`config.mk`:
```
export PLATFORM = sky130hd
export DESIGN_NAME = calc_top
export DESIGN_NICKNAME = d
export VERILOG_FILES = /design/src/common/calc_pkg.sv /design/src/add_sub_unit.sv /design/src/shift_add_mult.sv /design/src/calc_control/calc_control.sv /design/src/calc_top.sv
export SDC_FILE = /design/constraint.sdc
export NUM_CORES = 1
export LEC_CHECK = 0
export BUFFER_PORTS_ARGS = -buffer_cell sky130_fd_sc_hd__clkbuf_2
export CORE_MARGIN = 2
export CORE_UTILIZATION = 50
export DETAILED_ROUTE_END_ITERATION = 6
export PLACE_DENSITY = 0.68
export SLEW_MARGIN = 20
export SYNTH_ARGS = -nofsm -noshare
export SYNTH_HDL_FRONTEND = slang
export SYNTH_SLANG_ARGS = --single-unit
```
`constraint.sdc`:
```
create_clock -name clk -period 5.5 [get_ports clk]
set_input_delay 0.55 -clock clk [delete_from_list [all_inputs] [get_ports clk]]
set_output_delay 0.55 -clock clk [all_outputs]
set_load 0.01 [all_outputs]
```
`src/common/calc_pkg.sv`:
```
package calc_pkg;

    localparam int OPERAND_W = 16;  // Operand and result width

    // Unsigned operand or result word
    typedef logic [OPERAND_W-1:0] operand_t;

    // One-hot operator codes as they come from the keypad
    typedef enum logic [2:0] {
        op_add = 3'b001,
        op_sub = 3'b010,
        op_mul = 3'b100
    } calc_op_t;

    // Request sent to an arithmetic unit along with its start pulse
    typedef struct packed {
        operand_t a;    // First operand, multiplicand
        operand_t b;    // Second operand, multiplier
        logic     sub;  // Subtract select, add/sub unit only
    } arith_req_t;

    // Response from a unit, also the display word
    typedef struct packed {
        operand_t value;  // Result modulo 2^16
        logic     flag;   // Carry, borrow or product overflow
    } arith_rsp_t;

    // Scale factor applied to the operand on each new digit
    localparam operand_t DIGIT_BASE = operand_t'(10);

endpackage

```
`src/add_sub_unit.sv`:
```
`timescale 1ns/1ps

module add_sub_unit (
    input  logic                 clk,
    input  logic                 nRST,
    input  logic                 start,
    input  calc_pkg::arith_req_t req,
    output logic                 finish,
    output calc_pkg::arith_rsp_t rsp
);
    import calc_pkg::*;

    localparam int NIBBLES = OPERAND_W / 4;

    logic       running;
    logic [1:0] cnt;      // Nibbles done so far
    operand_t   a_q;      // Remaining nibbles of a
    operand_t   b_q;      // Remaining nibbles of b, inverted for subtract
    operand_t   sum_q;    // Sum nibbles shift in from the top
    logic       carry_q;
    logic       sub_q;
    logic [3:0] nib_a;
    logic [3:0] nib_b;
    logic       cin;
    logic [4:0] nib_sum;
    operand_t   b_in;

    assign b_in = req.b ^ {OPERAND_W{req.sub}};  // One's complement, +1 via carry in

    // The start cycle already handles nibble zero
    always_comb begin
        nib_a   = start ? req.a[3:0] : a_q[3:0];
        nib_b   = start ? b_in[3:0] : b_q[3:0];
        cin     = start ? req.sub : carry_q;
        nib_sum = {1'b0, nib_a} + {1'b0, nib_b} + {4'd0, cin};
    end

    always_ff @(posedge clk or negedge nRST) begin
        if (!nRST) begin
            running <= 1'b0;
            cnt     <= '0;
            finish  <= 1'b0;
        end else begin
            finish <= 1'b0;
            if (start) begin
                running <= 1'b1;
                cnt     <= 2'd1;
            end else if (running) begin
                if (cnt == 2'(NIBBLES - 1)) begin
                    running <= 1'b0;
                    finish  <= 1'b1;
                end
                cnt <= cnt + 2'd1;
            end
        end
    end

    always_ff @(posedge clk) begin
        if (start) begin
            a_q   <= req.a >> 4;
            b_q   <= b_in >> 4;
            sub_q <= req.sub;
        end else if (running) begin
            a_q <= a_q >> 4;
            b_q <= b_q >> 4;
        end
        if (start || running) begin
            sum_q   <= {nib_sum[3:0], sum_q[OPERAND_W-1:4]};
            carry_q <= nib_sum[4];
        end
    end

    always_comb begin
        rsp.value = sum_q;
        rsp.flag  = sub_q ? ~carry_q : carry_q;  // No carry out means borrow
    end

    a_no_restart: assert property (
        @(posedge clk) disable iff (!nRST) start |-> !running
    );

endmodule

```
`src/shift_add_mult.sv`:
```
`timescale 1ns/1ps

module shift_add_mult #(
    parameter int BITS_PER_CYCLE = 2
) (
    input  logic                 clk,
    input  logic                 nRST,
    input  logic                 start,
    input  calc_pkg::arith_req_t req,
    output logic                 finish,
    output calc_pkg::arith_rsp_t rsp
);
    import calc_pkg::*;

    localparam int STEPS = 16 / BITS_PER_CYCLE;   // Cycles per product
    localparam int CNT_W = $clog2(STEPS) + 1;

    logic             running;
    logic [CNT_W-1:0] cnt;
    logic [31:0]      acc_q;        // Full 32-bit product
    logic [31:0]      mcand_q;      // Multiplicand, shifted left each step
    operand_t         mplier_q;     // Multiplier, shifted right each step
    logic [31:0]      step_acc;
    logic [31:0]      step_mcand;
    operand_t         step_mplier;
    logic [31:0]      partial;

    generate
        if ((16 % BITS_PER_CYCLE) != 0) begin : g_bad_radix
            $error("BITS_PER_CYCLE must divide 16");
        end
    endgenerate

    // Partial products for this step, first step straight from the request
    always_comb begin
        step_acc    = start ? '0 : acc_q;
        step_mcand  = start ? {16'd0, req.a} : mcand_q;
        step_mplier = start ? req.b : mplier_q;
        partial     = '0;
        for (int k = 0; k < BITS_PER_CYCLE; k++) begin
            if (step_mplier[k]) begin
                partial = partial + (step_mcand << k);
            end
        end
    end

    always_ff @(posedge clk or negedge nRST) begin
        if (!nRST) begin
            running <= 1'b0;
            cnt     <= '0;
            finish  <= 1'b0;
        end else begin
            finish <= 1'b0;
            if (start) begin
                running <= 1'b1;
                cnt     <= CNT_W'(1);
            end else if (running) begin
                if (cnt == CNT_W'(STEPS - 1)) begin
                    running <= 1'b0;
                    finish  <= 1'b1;
                end
                cnt <= cnt + CNT_W'(1);
            end
        end
    end

    always_ff @(posedge clk) begin
        if (start || running) begin
            acc_q    <= step_acc + partial;
            mcand_q  <= step_mcand << BITS_PER_CYCLE;
            mplier_q <= step_mplier >> BITS_PER_CYCLE;
        end
    end

    always_comb begin
        rsp.value = acc_q[15:0];
        rsp.flag  = |acc_q[31:16];  // Product did not fit in 16 bits
    end

    a_no_restart: assert property (
        @(posedge clk) disable iff (!nRST) start |-> !running
    );

endmodule

```
`src/calc_control/calc_control.sv`:
```
`timescale 1ns/1ps

module calc_control #(
    parameter int BITS_PER_CYCLE = 2
) (
    input  logic                 clk,
    input  logic                 nRST,

    // Keypad side
    input  logic [3:0]           keypad_input,    // Decimal digit, 10 to 15 ignored
    input  logic                 read_input,      // Digit strobe
    input  calc_pkg::calc_op_t   operator_input,  // One-hot operator code
    input  logic                 equal_input,     // Equal strobe
    output logic                 busy,            // Strobes are dropped while high
    output logic                 complete,        // One-cycle result pulse
    output calc_pkg::arith_rsp_t display_output,

    // Add/sub unit
    output logic                 add_start,
    output calc_pkg::arith_req_t add_req,
    input  logic                 add_finish,
    input  calc_pkg::arith_rsp_t add_rsp,

    // Multiplier, shared by digit scaling and multiply
    output logic                 mul_start,
    output calc_pkg::arith_req_t mul_req,
    input  logic                 mul_finish,
    input  calc_pkg::arith_rsp_t mul_rsp
);
    import calc_pkg::*;

    localparam int MUL_WAIT_MAX = 16 / BITS_PER_CYCLE + 2;  // Longest start to finish

    typedef enum logic [2:0] {
        st_op1    = 3'd0,  // Entering first operand
        st_op2    = 3'd1,  // Entering second operand
        st_scale  = 3'd2,  // Operand times ten on the multiplier
        st_exec   = 3'd3,  // Waiting on the selected unit
        st_result = 3'd4   // Result latched, complete pulse
    } state_t;

    state_t    state;
    logic      second_q;  // Scaling belongs to operand two
    calc_op_t  op_q;      // Latched operator
    operand_t  operand1;
    operand_t  operand2;
    logic [3:0] digit_q;  // Digit added after scaling
    logic      digit_ok;
    logic      op_ok;
    logic      entry;     // In one of the two entry states
    logic      exec_done;
    operand_t  entry_operand;

    assign digit_ok  = read_input && (keypad_input < 4'd10);
    assign op_ok     = operator_input inside {op_add, op_sub, op_mul};
    assign entry     = (state == st_op1) || (state == st_op2);
    assign exec_done = (op_q == op_mul) ? mul_finish : add_finish;
    assign busy      = !entry;

    assign entry_operand = (state == st_op2) ? operand2 : operand1;

    // Sequencing and control registers
    always_ff @(posedge clk or negedge nRST) begin
        if (!nRST) begin
            state          <= st_op1;
            second_q       <= 1'b0;
            op_q           <= op_add;
            operand1       <= '0;
            operand2       <= '0;
            add_start      <= 1'b0;
            mul_start      <= 1'b0;
            complete       <= 1'b0;
            display_output <= '0;
        end else begin
            add_start <= 1'b0;  // Start and complete are single pulses
            mul_start <= 1'b0;
            complete  <= 1'b0;

            case (state)
                st_op1: begin
                    if (digit_ok) begin
                        mul_start <= 1'b1;
                        second_q  <= 1'b0;
                        state     <= st_scale;
                    end else if (op_ok) begin
                        op_q  <= operator_input;
                        state <= st_op2;
                    end
                end

                st_op2: begin
                    if (digit_ok) begin
                        mul_start <= 1'b1;
                        second_q  <= 1'b1;
                        state     <= st_scale;
                    end else if (equal_input) begin
                        if (op_q == op_mul) begin
                            mul_start <= 1'b1;
                        end else begin
                            add_start <= 1'b1;
                        end
                        state <= st_exec;
                    end
                end

                st_scale: begin
                    if (mul_finish) begin
                        // Product already wrapped, digit add wraps too
                        if (second_q) begin
                            operand2 <= mul_rsp.value + operand_t'(digit_q);
                            state    <= st_op2;
                        end else begin
                            operand1 <= mul_rsp.value + operand_t'(digit_q);
                            state    <= st_op1;
                        end
                    end
                end

                st_exec: begin
                    if (exec_done) begin
                        display_output <= (op_q == op_mul) ? mul_rsp : add_rsp;
                        complete       <= 1'b1;
                        state          <= st_result;
                    end
                end

                st_result: begin
                    operand1 <= '0;  // Fresh entry for the next calculation
                    operand2 <= '0;
                    state    <= st_op1;
                end

                default: begin
                    state <= st_op1;
                end
            endcase
        end
    end

    // Request words, loaded alongside the start pulses
    always_ff @(posedge clk) begin
        if (entry && digit_ok) begin
            mul_req.a   <= entry_operand;
            mul_req.b   <= DIGIT_BASE;
            mul_req.sub <= 1'b0;
            digit_q     <= keypad_input;
        end else if ((state == st_op2) && equal_input) begin
            mul_req.a   <= operand1;
            mul_req.b   <= operand2;
            mul_req.sub <= 1'b0;
            add_req.a   <= operand1;
            add_req.b   <= operand2;
            add_req.sub <= (op_q == op_sub);
        end
    end

    // Only one unit may be started in a cycle
    a_single_start: assert property (
        @(posedge clk) disable iff (!nRST) !(add_start && mul_start)
    );

    a_complete_pulse: assert property (
        @(posedge clk) disable iff (!nRST) complete |=> !complete
    );

    // Scaling and multiply both rely on a bounded multiplier
    a_mul_wait: assert property (
        @(posedge clk) disable iff (!nRST) mul_start |-> ##[1:MUL_WAIT_MAX] mul_finish
    );

endmodule

```
`src/calc_top.sv`:
```
`timescale 1ns/1ps

module calc_top #(
    parameter int BITS_PER_CYCLE = 2
) (
    input  logic                 clk,
    input  logic                 nRST,
    input  logic [3:0]           keypad_input,
    input  logic                 read_input,
    input  calc_pkg::calc_op_t   operator_input,
    input  logic                 equal_input,
    output logic                 busy,
    output logic                 complete,
    output calc_pkg::arith_rsp_t display_output
);
    import calc_pkg::*;

    logic       add_start;
    logic       add_finish;
    arith_req_t add_req;
    arith_rsp_t add_rsp;
    logic       mul_start;
    logic       mul_finish;
    arith_req_t mul_req;
    arith_rsp_t mul_rsp;

    calc_control #(
        .BITS_PER_CYCLE(BITS_PER_CYCLE)
    ) control_u (
        .clk            (clk),
        .nRST           (nRST),
        .keypad_input   (keypad_input),
        .read_input     (read_input),
        .operator_input (operator_input),
        .equal_input    (equal_input),
        .busy           (busy),
        .complete       (complete),
        .display_output (display_output),
        .add_start      (add_start),
        .add_req        (add_req),
        .add_finish     (add_finish),
        .add_rsp        (add_rsp),
        .mul_start      (mul_start),
        .mul_req        (mul_req),
        .mul_finish     (mul_finish),
        .mul_rsp        (mul_rsp)
    );

    add_sub_unit add_u (
        .clk    (clk),
        .nRST   (nRST),
        .start  (add_start),
        .req    (add_req),
        .finish (add_finish),
        .rsp    (add_rsp)
    );

    shift_add_mult #(
        .BITS_PER_CYCLE(BITS_PER_CYCLE)
    ) mul_u (
        .clk    (clk),
        .nRST   (nRST),
        .start  (mul_start),
        .req    (mul_req),
        .finish (mul_finish),
        .rsp    (mul_rsp)
    );

endmodule

```
==> results of run 1 <==
==> sequential cells by signal (all words and copies together) (netlist names), 2 cells and up <==
| register | count |
|---|---|
| add_u.cnt | 2 |
| add_u.a_q | 12 |
| control_u.state | 3 |
| control_u.display_output | 17 |
| control_u.operand1 | 16 |
| control_u.operand2 | 16 |
| mul_u.acc_q | 32 |
| control_u.digit_q | 4 |
| mul_u.cnt | 4 |
| control_u.mul_req | 32 |
| add_u.sum_q | 16 |
| add_u.b_q | 12 |
| control_u.add_req | 33 |
| mul_u.mcand_q | 30 |
| control_u.op_q | 3 |
| mul_u.mplier_q | 14 |
==> cells in the mapped netlist, drive strengths merged, types with 6 or more instances <==
library cell	number
a211oi	34
a21o	36
a21oi	98
a22o	30
a31oi	8
and2	42
and3	8
buf	9
clkbuf	46
dfrtp	68
dfxtp	16
edfxtp	171
ha	68
inv	23
mux2	43
mux2i	33
nand2	72
nand2b	6
nand3	19
nand4	8
nor2	135
nor2b	53
nor3	16
nor3b	11
o211ai	6
o21a	11
o21ai	40
o21bai	8
o31ai	6
xnor2	53
xor2	34
==> repair_timing <==
item                                    CTS  global route
resized for setup                         0            16
endpoints found under the setup margin    0            10
setup buffers                             0             4
endpoints found under the hold margin     0             0
==> per-stage QoR <==
stage	utilization (%)	hold WS, ns
floorplan	-	0.254
CTS	56.7	0.144
finish	57.1	0.112
detailed placement	53.3	0.436
global route	57.1	0.163
global placement	53.3	0.436
==> worst max-delay path, delay by kind of cell, from the launching register on <==
family          cells  cell delay [ns]
xor+xnor            1             0.20
compound gates     10             2.41
buf+inv             1             0.17
flops               1             0.52
fa+ha+maj           2             0.61
simple gates        4             0.49
mux                 2             0.58
==> routing by layer <==
metal	global-route usage (%)	vias up	part of all wire [%]
li1	-	4808	-
met1	31.0	4857	45
met2	36.5	223	48
met3	3.03	56	4.7
met4	6.67	2	2.4
met5	0	-	0.039
==> worst paths after layout <==
path                                          startpoint                                  endpoint  depth (start not counted)
setup / recovery           control_u.mul_start$_DFF_PN0_                 mul_u.acc_q[24]$_DFFE_PP_                         20
hold / removal                                      nRST  control_u.display_output[13]$_DFFE_PN0P_                          1
setup reg to reg           control_u.mul_start$_DFF_PN0_                 mul_u.acc_q[24]$_DFFE_PP_                         20
hold reg to reg                add_u.sum_q[13]$_DFFE_PP_                  add_u.sum_q[9]$_DFFE_PP_                          0
max in group asynchronous                           nRST             control_u.mul_start$_DFF_PN0_                          1
min in group clk                         keypad_input[0]            control_u.digit_q[0]$_DFFE_PP_                          1
==> cell type report <==
class / instances / area, um^2
fillers: 2349 / 12000
flip-flops and latches: 256 / 7190
multi-input cells: 952 / 6860
clock buffers: 35 / 727
well taps: 378 / 473
repair buffers: 59 / 395
clock inverters: 17 / 231
inverters: 23 / 86.3
==> kinds of logic (layout without fill, tap and decap cells) <==
| kind of cell | Yosys count | in the layout | share of synthesized area, % |
|---|---|---|---|
| buffers and inverters | 78 | 134 | 2.19 |
| adder cells (fa/ha/maj) | 72 | 72 | 6.54 |
| XOR/XNOR | 87 | 87 | 5.35 |
| AND/OR/NAND/NOR | 395 | 395 | 13.8 |
| flip-flops | 256 | 256 | 50.4 |
| AO/OA/AOI/OAI | 322 | 322 | 16.0 |
| multiplexers | 76 | 76 | 5.75 |
==> results.toml, run 1 <==
[place]
numPortBuffers = 29
place_inst = 1663
place_hpwl_mm = 23.7
pre_cts_slack_ns = 0.110
gp_congestion = 0.855
placed_area_um2 = 14900

[setup_path]
slowest_stage = "dfrtp_4"
worstPathArrival_ns = 5.50
crit_chain = "clkbuf_2 -> mux2_4 -> nand2_1 -> a22oi_1 -> ha_2 -> nor2_1 -> o32ai_2 -> a221oi_2 -> nand2_2 -> xnor2_1 -> a21oi_1 -> ha_1 -> a2111oi_0 -> o21a_1 -> nor3_1 -> o21ai_0 -> a211oi_2 -> o32ai_2 -> mux2i_1 -> o2111ai_1"
start_kind = "flip-flop"
worstPathRequired_ns = 5.78
rrSetupSlack_ns = 0.28
path_common_cell = "o32ai_2"
cp_max_fo = 7
crit_path_end_kind = "flip-flop"
critical_path_class = "flip-flop to flip-flop"
worst_path_largest_cell_delay_ns = 0.52

[floorplanning]
coreArea_um2 = 27900
top_level_ports = 30
fp.dieH_um = 173
die-area_um2 = 29800
num_rows = 61
initial_core_util_pct = 51.0
die_w_um = 173

[cells_and_area]
design_area_um2 = 16000
nets = 1403
most-common-layout-cells = "edfxtp_1, nor2_1, a21oi_1, nand2_1, dfrtp_1"
layout.cells.non_filler = 1720
syn_to_final_growth_pct = 12.0
n_antenna_cell = 0
final_common_cell = "edfxtp_1"
drive_gt1_share_pct = 14.9

[clocking]
cts-root-buf = "clkbuf_16"
cts_tree = "built"
hold_buffers = 0
clkTransAtPathRegs_ns = 0.07
clock_path_buffers = 3
cts_max_level = 1
clock_latency_ns = 0.57
clock-sinks = 256
cts_made_buffers = 28

[global_route]
grt_pass1_wl_mm = 53.7
grt_use_total_pct = 22.3
grt_max_degree = 77
grt_pass1_vias = 9707
antenna_found_initial = 1
gr-total-overflow = 0

[route]
first_iter_violations = 794
via_per_inst = 5.78
drc = 0
via_count = 9946
wl_per_cell_um = 19.4
first_pass_iters = 6
routed_wl_mm = 33.5
postRouteAntennaNets = 0

[yosys]
yosysWarnings = 0
synth_area_um2 = 14200
synth_cells = 1286
synthDominantCellAreaShare_pct = 36.1
synth_edf_count = 171
synth.distinct_cells = 85
syn_nets = 1369
synthArstFlopShare_pct = 27.0
synth-seq-cells = 256
ys_seq_area_share_pct = 50.4
yosys_most_used_dff = "edfxtp_1"
yosys.area.top_type = "edfxtp_1"
syn_avg_cell_area_um2 = 11.1
synth.area.top_cells = "edfxtp_1, dfrtp_1, ha_1"

[worst_hold_path]
hp-class = "primary input to asynchronous set/reset pin"

[timing]
fin_ws_ns = 0.281
fmax_mhz = 192
setup-violations-final = 0
min_period_ns = 5.22
tightest_slew_ns = 1.03
fin_crit_sh_pct = 94.9
final-hold-violation-count = 0
max_slew_margin_pct = 31.0
setup_tns_ns = 0
skew_ns = 0.0384
report.final.slew_viol_count = 0

[job]
cap_violations = 0

[run_status]
status = "complete, no violations"
Power of run 1 is not shown: default switching activity piles up to over one toggle a cycle in this logic, so the estimate is an artifact.
==> inputs of run 2 (changes only) <==
- CTS_BUF_LIST: default -> sky130_fd_sc_hd__clkbuf_8
- MAX_ROUTING_LAYER: default -> met4
- PLACE_DENSITY: 0.68 -> 0.8
==> run 2 against run 1 <==
Against the previous run:
- register-to-register slack worse by 0.13 ns
- global-route usage up 0.25 points
- clock skew down 0.012 ns
- via count up 4.0%
- largest cell class unchanged
- die area unchanged
- sequential share of layout area up 0.45 points
- non-clock buffer count unchanged
- cell area down 0.98%
- first-iteration DRC count up 43%
- critical path type unchanged
- final cell count up 1.4%
- wire length down 1.2%
==> results.toml, run 2 (synthesis results as in run 1) <==
[global_route]
grt_use_total_pct = 22.5
gr-total-overflow = 0
grt_pass1_wl_mm = 52.7
grt_pass1_vias = 9873
grt_max_degree = 77
antenna_found_initial = 0

[cells_and_area]
top_register = "control_u.add_req"
final_common_cell = "edfxtp_1"
nets = 1416
largest_reg_flops = 33
biggestRegsByFlops = "control_u.add_req x33, control_u.mul_req x32, mul_u.acc_q x32"
most-common-layout-cells = "edfxtp_1, nor2_1, a21oi_1, nand2_1"
drive_gt1_share_pct = 15.4
syn_to_final_growth_pct = 10.9
layout.cells.non_filler = 1744
n_antenna_cell = 0
design_area_um2 = 15800

[setup_path]
crit_chain = "buf_4 -> mux2_2 -> and2_1 -> ha_1 -> a21o_1 -> a21oi_1 -> o21bai_1 -> a21o_1 -> a211oi_1 -> buf_4 -> a31oi_4 -> xnor2_1 -> o21ai_0 -> ha_1 -> a21o_1 -> a21o_1 -> a21oi_1 -> nand2_1 -> a21o_1 -> a31o_2 -> o41ai_4 -> o21ai_1 -> xnor2_1"
worstPathRequired_ns = 5.81
cp_max_fo = 7
crit_path_end_kind = "flip-flop"
worst_path_largest_cell_delay_ns = 0.53
start_kind = "flip-flop"
slowest_stage = "dfrtp_4"
path_common_cell = "a21o_1"
worstPathArrival_ns = 5.66
critical_path_class = "flip-flop to flip-flop"

[timing]
min_period_ns = 5.35
fin_crit_sh_pct = 97.3
skew_ns = 0.0262
fmax_mhz = 187
max_slew_margin_pct = 26.7
tightest_slew_ns = 1.10
final-hold-violation-count = 0
setup-violations-final = 0
report.final.slew_viol_count = 0

[clocking]
clock_latency_ns = 0.56
cts-root-buf = "clkbuf_8"
clkTransAtPathRegs_ns = 0.06
cts_tree = "built"
cts_made_buffers = 41
hold_buffers = 0
cts_max_level = 2
clock_path_buffers = 3
clock-sinks = 256

[place]
place_hpwl_mm = 22.9
place_inst = 1661
placed_area_um2 = 14900
numPortBuffers = 29
gp_congestion = 0.895

[route]
drc = 0
via_per_inst = 5.93
first_iter_violations = 1133
postRouteAntennaNets = 0
first_pass_iters = 5
via_count = 10300
wl_per_cell_um = 18.9
routed_wl_mm = 33.0

[floorplanning]
coreArea_um2 = 27900
die-area_um2 = 29800
die_w_um = 173
top_level_ports = 30
initial_core_util_pct = 51.0
num_rows = 61
fp.dieH_um = 173

[run_status]
status = "complete, no violations"

[job]
cap_violations = 0

[worst_hold_path]
hp-class = "primary input to asynchronous set/reset pin"
## run 2: metal layers
metal / track usage, % / vias to the layer above / part of all wire [%]
li1: - / 4832 / -
met1: 31.5 / 5052 / 45
met2: 33.5 / 406 / 45
met3: 4.07 / 57 / 7.2
met4: 7.20 / 0 / 2.7
met5: - / - / 0
## run 2: per-stage QoR
step,utilization (%),worst slack [ns],hold slack [ns],TNS (ns)
finish,56.6,0.148,0.121,0
global route,56.6,-0.0192,0.177,-0.0326
CTS,56.2,0.0779,0.146,0
detailed placement,53.3,0.103,0.437,0
global placement,53.2,0.180,0.431,0
floorplan,-,0.00767,0.254,0
## run 2: critical path, delay by kind of cell (launching register included)
kind                       cells  cell delay [ns]
and+or+nand+nor                2             0.27
adders and majority gates      2             0.70
muxes                          1             0.29
xor gates and xnor gates       2             0.28
buffers and inverters          2             0.33
DFF                            1             0.53
AOI/OAI and AO/OA             14             2.70
## run 2: path summary, 6_finish.rpt
path	slack (ns)	start	to	depth (start not counted)
max in group asynchronous	4.70	nRST	control_u.mul_start$_DFF_PN0_	1
min	0.12	nRST	mul_u.cnt[3]$_DFFE_PN0P_	1
min reg2reg	0.45	add_u.sum_q[9]$_DFFE_PP_	add_u.sum_q[5]$_DFFE_PP_	0
max reg2reg	0.15	control_u.mul_start$_DFF_PN0_	mul_u.acc_q[31]$_DFFE_PP_	23
max	0.15	control_u.mul_start$_DFF_PN0_	mul_u.acc_q[31]$_DFFE_PP_	23
min in group clk	0.21	keypad_input[0]	control_u.digit_q[0]$_DFFE_PP_	1
## run 2: layout make-up
class / instances / area (um^2)
Multi-Input combinational cell: 952 / 6850
Timing Repair Buffer: 59 / 395
Clock buffer: 47 / 647
Sequential cell: 256 / 7190
Inverter: 23 / 86.3
Clock inverter: 29 / 163
Fill cell: 2273 / 12100
Tap cell: 378 / 473
## run 2: what timing repair did
item | 4_1_cts | 5_1_grt
endpoints found under the setup margin | 0 | 8
resized for setup | 0 | 13
setup buffers | 0 | 7
Power of run 2 is left out for the same reason.
